**src/logic/sd_test_pkg.sv**
```systemverilog
package sd_test_pkg;

   //////////////////////////////////////////////////
   // Vector types
   //////////////////////////////////////////////////

   typedef logic [7:0]  sd_byte_t;
   typedef logic [8:0]  sd_index_t;
   typedef logic [31:0] sd_addr_t;
   typedef logic [5:0]  sd_cmd_t;

   // SD command indices used in SPI mode
   localparam sd_cmd_t CMD_GO_IDLE     = 6'd0;
   localparam sd_cmd_t CMD_SEND_OP     = 6'd1;
   localparam sd_cmd_t CMD_READ_BLOCK  = 6'd17;
   localparam sd_cmd_t CMD_WRITE_BLOCK = 6'd24;

   // Start of a single data block
   localparam sd_byte_t DATA_TOKEN = 8'hFE;

   // Test sequencer states
   typedef enum logic [3:0] {
      WAIT_INIT,
      SEND_BYTE,
      WAIT_UART,
      NEXT_BYTE,
      PATCH_BYTE,
      WRITE_BACK,
      WAIT_WRITE,
      RELOAD,
      WAIT_READ,
      STOP
   } seq_state_t;

endpackage
```
**src/logic/uart_tx.sv**
```systemverilog
`timescale 1ns/100ps

module uart_tx #(
   parameter int CLKS_PER_BIT = 434
) (
   input  logic                 clk,
   input  logic                 reset,
   input  logic                 tx_valid,
   output logic                 tx_ready,
   input  sd_test_pkg::sd_byte_t tx_data,
   output logic                 txd
);

   localparam int CNT_W = $clog2(CLKS_PER_BIT);

   logic             busy;
   logic [CNT_W-1:0] clk_cnt;
   logic [3:0]       bit_cnt;
   // Stop bit, data LSB first, start bit in position 0
   logic [9:0]       frame;

   assign tx_ready = !busy;
   assign txd      = frame[0];

   always_ff @(posedge clk) begin
      if (reset) begin
         busy    <= 1'b0;
         clk_cnt <= '0;
         bit_cnt <= '0;
         frame   <= '1;
      end else if (!busy) begin
         if (tx_valid) begin
            frame   <= {1'b1, tx_data, 1'b0};
            busy    <= 1'b1;
            clk_cnt <= '0;
            bit_cnt <= '0;
         end
      end else if (clk_cnt == CNT_W'(CLKS_PER_BIT - 1)) begin
         // End of one bit time, shift in idle level
         clk_cnt <= '0;
         frame   <= {1'b1, frame[9:1]};
         bit_cnt <= bit_cnt + 4'd1;
         if (bit_cnt == 4'd9) begin
            busy <= 1'b0;
         end
      end else begin
         clk_cnt <= clk_cnt + CNT_W'(1);
      end
   end

endmodule

```
**config.mk**
```make
export PLATFORM = sky130hd
export DESIGN_NAME = uart_tx
export DESIGN_NICKNAME = d
export VERILOG_FILES = /design/src/logic/sd_test_pkg.sv /design/src/logic/uart_tx.sv
export SDC_FILE = /design/constraint.sdc
export NUM_CORES = 1
export LEC_CHECK = 0
export ABC_AREA = 1
export ABC_CLOCK_PERIOD_IN_PS = 1600
export BUFFER_PORTS_ARGS = -buffer_cell sky130_fd_sc_hd__buf_2
export CAP_MARGIN = 20
export CORE_UTILIZATION = 56
export CTS_CLUSTER_DIAMETER = 150
export DETAILED_ROUTE_END_ITERATION = 8
export PLACE_DENSITY = 0.82
export SLEW_MARGIN = 20
export SYNTH_ARGS = -nofsm -noshare
export SYNTH_HDL_FRONTEND = slang
export SYNTH_SLANG_ARGS = --single-unit
```
**constraint.sdc**
```tcl
create_clock -name clk -period 1.6 [get_ports clk]
set_clock_uncertainty 0.1 [all_clocks]
set_input_delay 0.32 -clock clk [delete_from_list [all_inputs] [get_ports clk]]
set_output_delay 0.32 -clock clk [all_outputs]
set_load 0.02 [all_outputs]
```
==> metrics.md <==
| Metric | Value |
|---|---|
| Overall global routing resource usage | 22.48% |
| Sum Neg Setup Slack | 0 ns |
| Clock Sinks | 23 |
| Hold Crit Class | primary input to flip-flop |
| Post-route design area | about 1400 sq um |
| Placed cells | around 220 |
| Crit Path Class | flip-flop to primary output |
| Fmax | roughly 0.66 GHz |
| Post-route minimum period | ~1.5 ns |
| CTS Buffer Depth | 2 |
| CP max stage delay | roughly 0.4 ns |
| P&R area growth vs syn | 10.63% |
| Die span in x | slightly below 50 um |
| Via Count | around 1200 |
| DPL Wire Length | between 1500 and 2000 um |
| Syn Inst Count | approximately 180 |
| CTS tree | yes |
| Status | finished clean |
| Pint | 0.7498 mW |
| Ports | 13 |
| Final Hold Vio Count | 0 |
| Row Count | 16 |
| Post-synthesis cell type count | 23 |
| Root buffer cell | clkbuf_4 |
| Total global routing overflow | 0 |
| Setup WS pre-CTS | ~0.068 ns |
| Synth Area per Inst | between 6 and 7 sq um |
| Setup Buffers After CTS | 0 |
| Cell Area, Synth | about 1200 sq um |
| PnR worst setup slack | approximately 0.082 ns |
| #FFs+latches synth | 23 |
| Critical Path RT | 1.18 ns |
| Initial antenna violation count | 0 |
| RSZ-0062 raised after global routing | yes |
| Routed Wire Length | approximately 2500 um |
| Antenna diodes | 0 |
| CP Data Arrival Time | 1.10 ns |
| Post-synth top area cell | dfxtp_1 |
| Leakage power | 0.6425 nW |
| Crit path launch type | flip-flop |
| Pin count of the biggest net entering global routing | 14 |
| Synth top area share | a little under two fifths |
| Pwr dens | 762.2 nW/um^2 |
| Crit path buf inv count | 2 |
| Core Util, Final | about two thirds |
| Synth top area cells | dfxtp_1, nand2_1, nand3_1, inv_1, a21oi_1 |
| CP max-delay cell | dfxtp_2 |
| Die area | 2376 sq um |
| Htree depth | 1 |
| Post-placement cell area | approximately 1300 sq um |
| Main synth FF type | dfxtp_1 |
| Worst-Margin Slew | 0.4090 ns |
| Final GP Congestion | around 0.9 |
| Comb pwr share | a little over an eighth |
| Register clock-pin slew on the reported worst setup and hold paths | 0.13 ns |
| Count of input and output buffers | 12 |
| Remaining DRCs | 0 |
| Vias per inst | 5.258 |
| CP top delay family | flip-flops |
| Wire per inst | 11.24 um |
| Vias in the first global route | between 900 and 1000 |
| Flop pwr share | 60.1% |
| Worst-path maximum fanout | 10 |
| Net Sw Power | between 0.2 and 0.3 mW |
| Initial core utilization | between 60% and 70% |
| Pre-antenna DRT Iters | 4 |
| Switching Share | between 20% and 30% |
| Crit share post-route | 94.90% |
| Critical Path, Cell by Cell | inv_2 -> buf_2 |
| Global-route wire length before repair | 4140 um |
| Register area share after synthesis | a little under two fifths |
| Core ar. | 2002 sq um |
| Pwr Total | around 1.0 mW |
| Clk pwr share | between 20% and 30% |
| Yosys warning total | 0 |
| NumNets Final | 214 |
| Post-synth EDFFs | 0 |
| Max Transition Viols Final | 0 |
| Cts bufs inserted | 3 |
| Crit path capture type | primary output |
| DRT antenna net count | 0 |
| Clk_lat worst skew | roughly 0.32 ns |
| Die Y | about 49 um |
| Fraction of final layout cells sized beyond drive strength 1 | about 18% |
| Max-Cap Viols | 0 |
| Slew headroom | about 73% |
| Fin cells | approximately 230 |
| Post-Syn Nets | between 150 and 200 |
| Setup violation total in the final timing report | 0 |
| Iter 0 DRT Violations | 31 |
| Max rail drop VDD | around 450 uV |
| Post-synth ARST share | 0% |
| Worst hold margin | 0.1077 ns |
power groups by stage:
| stage | combinational (mW) | sequential [mW] | clock [mW] |
|---|---|---|---|
| after floorplan | 0.0915 | 0.630 | 0 |
| after global placement | 0.130 | 0.630 | 0 |
| after detailed placement | 0.135 | 0.631 | 0 |
| after CTS | 0.136 | 0.619 | 0.280 |
| after global routing | 0.156 | 0.623 | 0.294 |
| final | 0.137 | 0.620 | 0.275 |
tightest hold or removal path, stage by stage:
cell and delay (ns):
buf_2 0.08, o21ai_1 0.05, nand3_1 0.05
registers in the layout (all words and copies together), names as in the netlist:
signal   flops
bit_cnt      4
busy         1
clk_cnt      9
frame        9
worst paths after layout:
check              from       end  slack [ns]  cells past startpoint
max                busy  tx_ready        0.08                      2
min          tx_data[7]  frame[8]        0.11                      3
max reg2reg  clk_cnt[1]  frame[8]        0.12                     10
min reg2reg    frame[7]  frame[7]        0.37                      2
cells by family after synthesis:
group / Yosys count / synth area share, %
compound gates: 19 / 8.589
simple gates: 112 / 40.08
xor+xnor: 2 / 1.432
flops: 23 / 37.63
fa+ha+maj: 4 / 4.090
buf+inv: 23 / 8.179
placed cells by master, fill, tap and decap left out, drive strengths merged:
cell    instances
a21oi          13
buf            15
clkbuf          4
clkinv          1
dfxtp          23
ha              4
inv            18
nand2          77
nand3          23
nand3b          1
nand4           2
nor2            9
o21a            1
o21ai           5
xor2            2
routing by layer:
metal,GRT usage (%),part of all wire [%],vias to the layer above
met5,0,0,-
met4,10.29,1.7,0
met3,3.459,3.4,5
met2,36.81,48,21
met1,28.91,47,544
li1,-,-,613
cell usage after synthesis (2+ instances only):
master    number
clkbuf_1       2
a21oi_2        2
nand2_1       73
a21oi_1       11
o21ai_0        4
nand4_1        2
nand3_1       23
nor2_2         2
xor2_1         2
dfxtp_1       23
nor2_1         6
ha_1           4
nand2_2        2
inv_2          3
inv_1         15
nand2_4        2
cell type report:
type                       instances  area (sq um)
sequential                        23         464.2
fill                             176         648.1
multi-input combinational        137         670.6
clock buffer                       4         26.28
timing repair buffer              15         82.58
inverter                          19         76.32
tap                               27         33.78
repair_timing:
| item | CTS | global route |
|---|---|---|
| pin swaps | 0 | 1 |
| hold buffers | 0 | 0 |
| endpoints found under the setup margin | 1 | 19 |
| gates resized for setup | 1 | 5 |
(Power assumes the default switching activity.)
