==> src/logic/sd_test_pkg.sv <==
package sd_test_pkg;

   //////////////////////////////////////////////////
   // Vector types
   //////////////////////////////////////////////////

   typedef logic [7:0]  sd_byte_t;
   typedef logic [8:0]  sd_index_t;
   typedef logic [31:0] sd_addr_t;
   typedef logic [5:0]  sd_cmd_t;

   // SD command indices used in SPI mode
   localparam sd_cmd_t CMD_GO_IDLE     = 6'd0;
   localparam sd_cmd_t CMD_SEND_OP     = 6'd1;
   localparam sd_cmd_t CMD_READ_BLOCK  = 6'd17;
   localparam sd_cmd_t CMD_WRITE_BLOCK = 6'd24;

   // Start of a single data block
   localparam sd_byte_t DATA_TOKEN = 8'hFE;

   // Test sequencer states
   typedef enum logic [3:0] {
      WAIT_INIT,
      SEND_BYTE,
      WAIT_UART,
      NEXT_BYTE,
      PATCH_BYTE,
      WRITE_BACK,
      WAIT_WRITE,
      RELOAD,
      WAIT_READ,
      STOP
   } seq_state_t;

endpackage
==> src/logic/sector_sequencer.sv <==
`timescale 1ns/100ps

module sector_sequencer #(
   parameter sd_test_pkg::sd_index_t TEST_INDEX = 9'h0FF,
   parameter sd_test_pkg::sd_byte_t  TEST_BYTE  = 8'hFF
) (
   input  logic                   clk,
   input  logic                   reset,
   output logic                   tx_valid,
   input  logic                   tx_ready,
   output sd_test_pkg::sd_byte_t  tx_data,
   output logic                   cmd_valid,
   output logic                   cmd_write,
   input  logic                   cmd_ready,
   output sd_test_pkg::sd_index_t buf_index,
   output sd_test_pkg::sd_byte_t  buf_wdata,
   output logic                   buf_we,
   input  sd_test_pkg::sd_byte_t  buf_rdata,
   output logic                   done
);

   sd_test_pkg::seq_state_t state, ret_state;

   // Index is stable while the byte is offered to the UART
   assign tx_data   = buf_rdata;
   assign buf_wdata = TEST_BYTE;

   always_ff @(posedge clk) begin
      if (reset) begin
         state     <= sd_test_pkg::WAIT_INIT;
         ret_state <= sd_test_pkg::PATCH_BYTE;
         tx_valid  <= 1'b0;
         cmd_valid <= 1'b0;
         cmd_write <= 1'b0;
         buf_index <= '0;
         buf_we    <= 1'b0;
         done      <= 1'b0;
      end else begin
         buf_we <= 1'b0;
         case (state)
            //////////////////////////////////////////////////
            // Sector dump over the UART
            //////////////////////////////////////////////////
            sd_test_pkg::SEND_BYTE: begin
               tx_valid <= 1'b1;
               state    <= sd_test_pkg::WAIT_UART;
            end
            sd_test_pkg::WAIT_UART: begin
               if (tx_valid && tx_ready) begin
                  tx_valid <= 1'b0;
               end else if (!tx_valid && tx_ready) begin
                  state <= sd_test_pkg::NEXT_BYTE;
               end
            end
            sd_test_pkg::NEXT_BYTE: begin
               if (buf_index == 9'h1FF) begin
                  state <= ret_state;
                  done  <= (ret_state == sd_test_pkg::STOP);
               end else begin
                  buf_index <= buf_index + 9'd1;
                  state     <= sd_test_pkg::SEND_BYTE;
               end
            end
            //////////////////////////////////////////////////
            // Card commands
            //////////////////////////////////////////////////
            sd_test_pkg::WAIT_INIT, sd_test_pkg::RELOAD: begin
               // Held until initialization or the write-back ends
               cmd_write <= 1'b0;
               if (cmd_valid && cmd_ready) begin
                  cmd_valid <= 1'b0;
                  state     <= sd_test_pkg::WAIT_READ;
               end else begin
                  cmd_valid <= 1'b1;
                  ret_state <= (state == sd_test_pkg::RELOAD) ?
                               sd_test_pkg::STOP : sd_test_pkg::PATCH_BYTE;
               end
            end
            sd_test_pkg::WAIT_READ: begin
               if (cmd_ready) begin
                  buf_index <= '0;
                  state     <= sd_test_pkg::SEND_BYTE;
               end
            end
            sd_test_pkg::PATCH_BYTE: begin
               buf_index <= TEST_INDEX;
               buf_we    <= 1'b1;
               state     <= sd_test_pkg::WRITE_BACK;
            end
            sd_test_pkg::WRITE_BACK: begin
               cmd_write <= 1'b1;
               if (cmd_valid && cmd_ready) begin
                  cmd_valid <= 1'b0;
                  state     <= sd_test_pkg::WAIT_WRITE;
               end else begin
                  cmd_valid <= 1'b1;
               end
            end
            sd_test_pkg::WAIT_WRITE: begin
               if (cmd_ready) begin
                  state <= sd_test_pkg::RELOAD;
               end
            end
            default: state <= sd_test_pkg::STOP;
         endcase
      end
   end

endmodule

==> config.mk <==
export PLATFORM = sky130hd
export DESIGN_NAME = sector_sequencer
export DESIGN_NICKNAME = d
export VERILOG_FILES = /design/src/logic/sd_test_pkg.sv /design/src/logic/sector_sequencer.sv
export SDC_FILE = /design/constraint.sdc
export NUM_CORES = 1
export LEC_CHECK = 0
export BUFFER_PORTS_ARGS = -buffer_cell sky130_fd_sc_hd__buf_2
export CELL_PAD_IN_SITES_DETAIL_PLACEMENT = 2
export CELL_PAD_IN_SITES_GLOBAL_PLACEMENT = 2
export CORE_UTILIZATION = 28
export DETAILED_ROUTE_END_ITERATION = 10
export PLACE_DENSITY_LB_ADDON = 0.1
export SETUP_SLACK_MARGIN = 0.05
export SYNTH_ARGS = -nofsm -noshare
export SYNTH_HDL_FRONTEND = slang
export SYNTH_SLANG_ARGS = --single-unit
==> constraint.sdc <==
create_clock -name clk -period 2.5 [get_ports clk]
set_input_delay 0.375 -clock clk [delete_from_list [all_inputs] [get_ports clk]]
set_output_delay 0.375 -clock clk [all_outputs]
set_load 0.005 [all_outputs]
==> metrics <==
Clock Latency Late Sink about 260 ps; Final Hold Viols 0; ys async rst share 0%; EDFF count, synth 0; Post-Synthesis Cell Area about 1400 µm²; CTS tree yes; WP data arrival 2340 ps; Clk pwr share about 25%; achievable frequency 458 MHz; Final Max Tran Viols 0; largest net degree at the start of global routing 27; DP Cell Count 223; switching portion of total power 39.0%; Comb power frac a little over two fifths; first-pass GRT wire length 6.82 mm; Cell Pwr Density 922 nW/µm²; Synth area leaders dfxtp_1, buf_4, a21oi_1; worst reg2reg endpoint buf_index[2]; Die H 71.6 µm; Main synth FF type dfxtp_1; CP max FO 10; initial antenna violation count 0; Max Root-Sink Buffers 2; Die W 71.6 µm; sequential share of the synthesized area 29.5%; vias post-DR between 1000 and 1500; Worst-path clk slew around 90 ps; r2r startpoint buf_index[0]; # nets final 190; area taken by flip-flops and latches 400 µm²; leakage power 0.556 nW; worst slew pin tran 559 ps; vias per cell 5.68; syn avg cell area around 8.1 µm²; sw power 0.531 mW; num ports 42; Critical Path RT 2660 ps; Setup WS post-layout around 320 ps; HP Class register to register; most common cell after layout, fill and taps aside dfxtp_1; Slew HR 62.7%; share of cells above drive strength 1 approximately 20%; Final Setup Violations 0; Synth cell types 48; vias in the first global route 1319; most frequent cells in the layout dfxtp_1, buf_2, o21ai_0, a21oi_1, nor3_1; Cell Rows 24; status completed; n_diodes 0; leading area contributor after synthesis dfxtp_1; GRT Util Overall 16.7%; CTS Buf Count 3; RSZ-0062 raised after global routing false; Sink Count 20; total grt overflow 0; TritonRoute pass-1 iters 4; peak supply drop 0.000275 V; Fin Setup TNS 0 ps; Wirelength per Cell 18.0 µm; cts-stage hold buffer count 0; RePlAce Congestion 0.813; Clock Skews 5.67 ps; critical path capture point buf_index[2]; worst reg2reg path depth 7; Post-Route WL 4.10 mm; Routed Antenna Nets 0; Synth-to-Final Area Change 8.96%; sequential share of power 32.3%; HPWL after DPL around 3.0 mm; die area around 5100 µm²; effective utilization at floorplan between 30% and 40%; min cycle time layout 2180 ps; Worst setup SP type register; CP Capture Type register; Int Power 0.831 mW; pre-CTS setup slack 325 ps; post-synth top area share 29.5%; Worst Path Class, Setup register to register; DRT iter0 DRCs 68; Register-to-Register Setup Slack 320 ps; Root Driver clkbuf_8; synthesized flop and latch total 20; fin crit share between 80 and 90%; MaxCap Viol Count 0; Post-CTS Setup Repair Bufs 0; Finished Layout Cells 227; CTS HTree Levels 1; area of the multi-input gates 798 µm²; Post-CTS Resized 0; Critical Path Start buf_index[0]; DRC 0; port bufs 17; CORE AREA 4500 µm²; Fillers 559; synth warn 0; Syn Inst Count 168
==> worst min path at each step <==
stage,start,end,slack (ps),cells after the start
after floorplan,buf_index[8],buf_index[8],480,2
after global placement,done,done,490,2
after detailed placement,buf_index[8],buf_index[8],510,2
after CTS,tx_ready,tx_valid,530,4
after global routing,tx_ready,tx_valid,550,4
final,done,done,520,2
==> kinds of logic after synthesis <==
family / after synthesis / share of synthesized area (%)
AO/OA/AOI/OAI: 48 / 23.8
other: 1 / 0.277
AND/OR/NAND/NOR: 63 / 28.2
buffers and inverters: 30 / 13.5
adder cells (fa/ha/maj): 2 / 1.85
multiplexers: 3 / 2.22
flip-flops: 20 / 29.5
XOR/XNOR: 1 / 0.646
==> power groups by stage <==
stage / combinational [mW] / clock, mW / sequential [mW]
floorplan: 0.468 / 0 / 0.411
global placement: 0.570 / 0 / 0.438
detailed placement: 0.591 / 0 / 0.447
CTS: 0.592 / 0.345 / 0.441
global route: 0.646 / 0.358 / 0.451
finish: 0.585 / 0.337 / 0.440
==> cell type report <==
type	instances	area share, %
clock inverters	1	2.03
flip-flops and latches	20	27.1
repair buffers	23	8.81
inverters	3	0.763
clock buffers	3	2.80
well taps	52	4.41
multi-input cells	125	54.1
==> sequential cells by signal, indices dropped and copies added, names as in the netlist <==
| register | flops |
|---|---|
| cmd_valid | 1 |
| done | 1 |
| cmd_write | 1 |
| state | 4 |
| buf_we | 1 |
| buf_index | 9 |
| tx_valid | 1 |
| ret_state | 2 |
==> metal layers <==
metal	global-route usage [%]	part of all wire, %	vias up
met3	2.11	2.6	8
met5	0	0	-
met4	3.70	0.51	0
li1	-	-	619
met2	25.9	44	29
met1	24.8	53	634
==> metrics by stage <==
stage / utilization, % / hold WS (ps) / power, mW / cell area [µm²]
finish: 32.8 / 517 / 1.36 / 1480
global route: 32.8 / 547 / 1.46 / 1480
CTS: 32.8 / 527 / 1.38 / 1480
detailed placement: 31.2 / 507 / 1.04 / 1410
global placement: 31.2 / 489 / 1.01 / 1410
floorplan: - / 477 / 0.880 / 1380
==> worst max-delay path, cell delays in order (launching register included) <==
cell and delay, ps:
dfxtp_1 440, ha_1 230, nand3_1 180, nor3_1 240, ha_1 310, nand3b_1 380, a221o_1 240, o21ai_1 60
==> synthesized netlist by cell type, types with 2 or more instances <==
library cell  number
clkbuf_1           8
mux2i_1            3
o21ai_0           12
nand2_1            9
nor2b_1            5
a221o_1            3
nor3_1            10
a22oi_1            2
buf_2              2
nor2_1             6
dfxtp_1           20
nor4_1             3
nand3_1            6
a221oi_1           2
o2bb2ai_1          2
ha_1               2
nand3b_1           3
buf_4             16
nand2b_1           5
o22ai_1            4
or3_1              3
a41oi_1            2
inv_1              3
nand4_1            2
a21oi_1           12
Power figures use the tool's default switching activity.
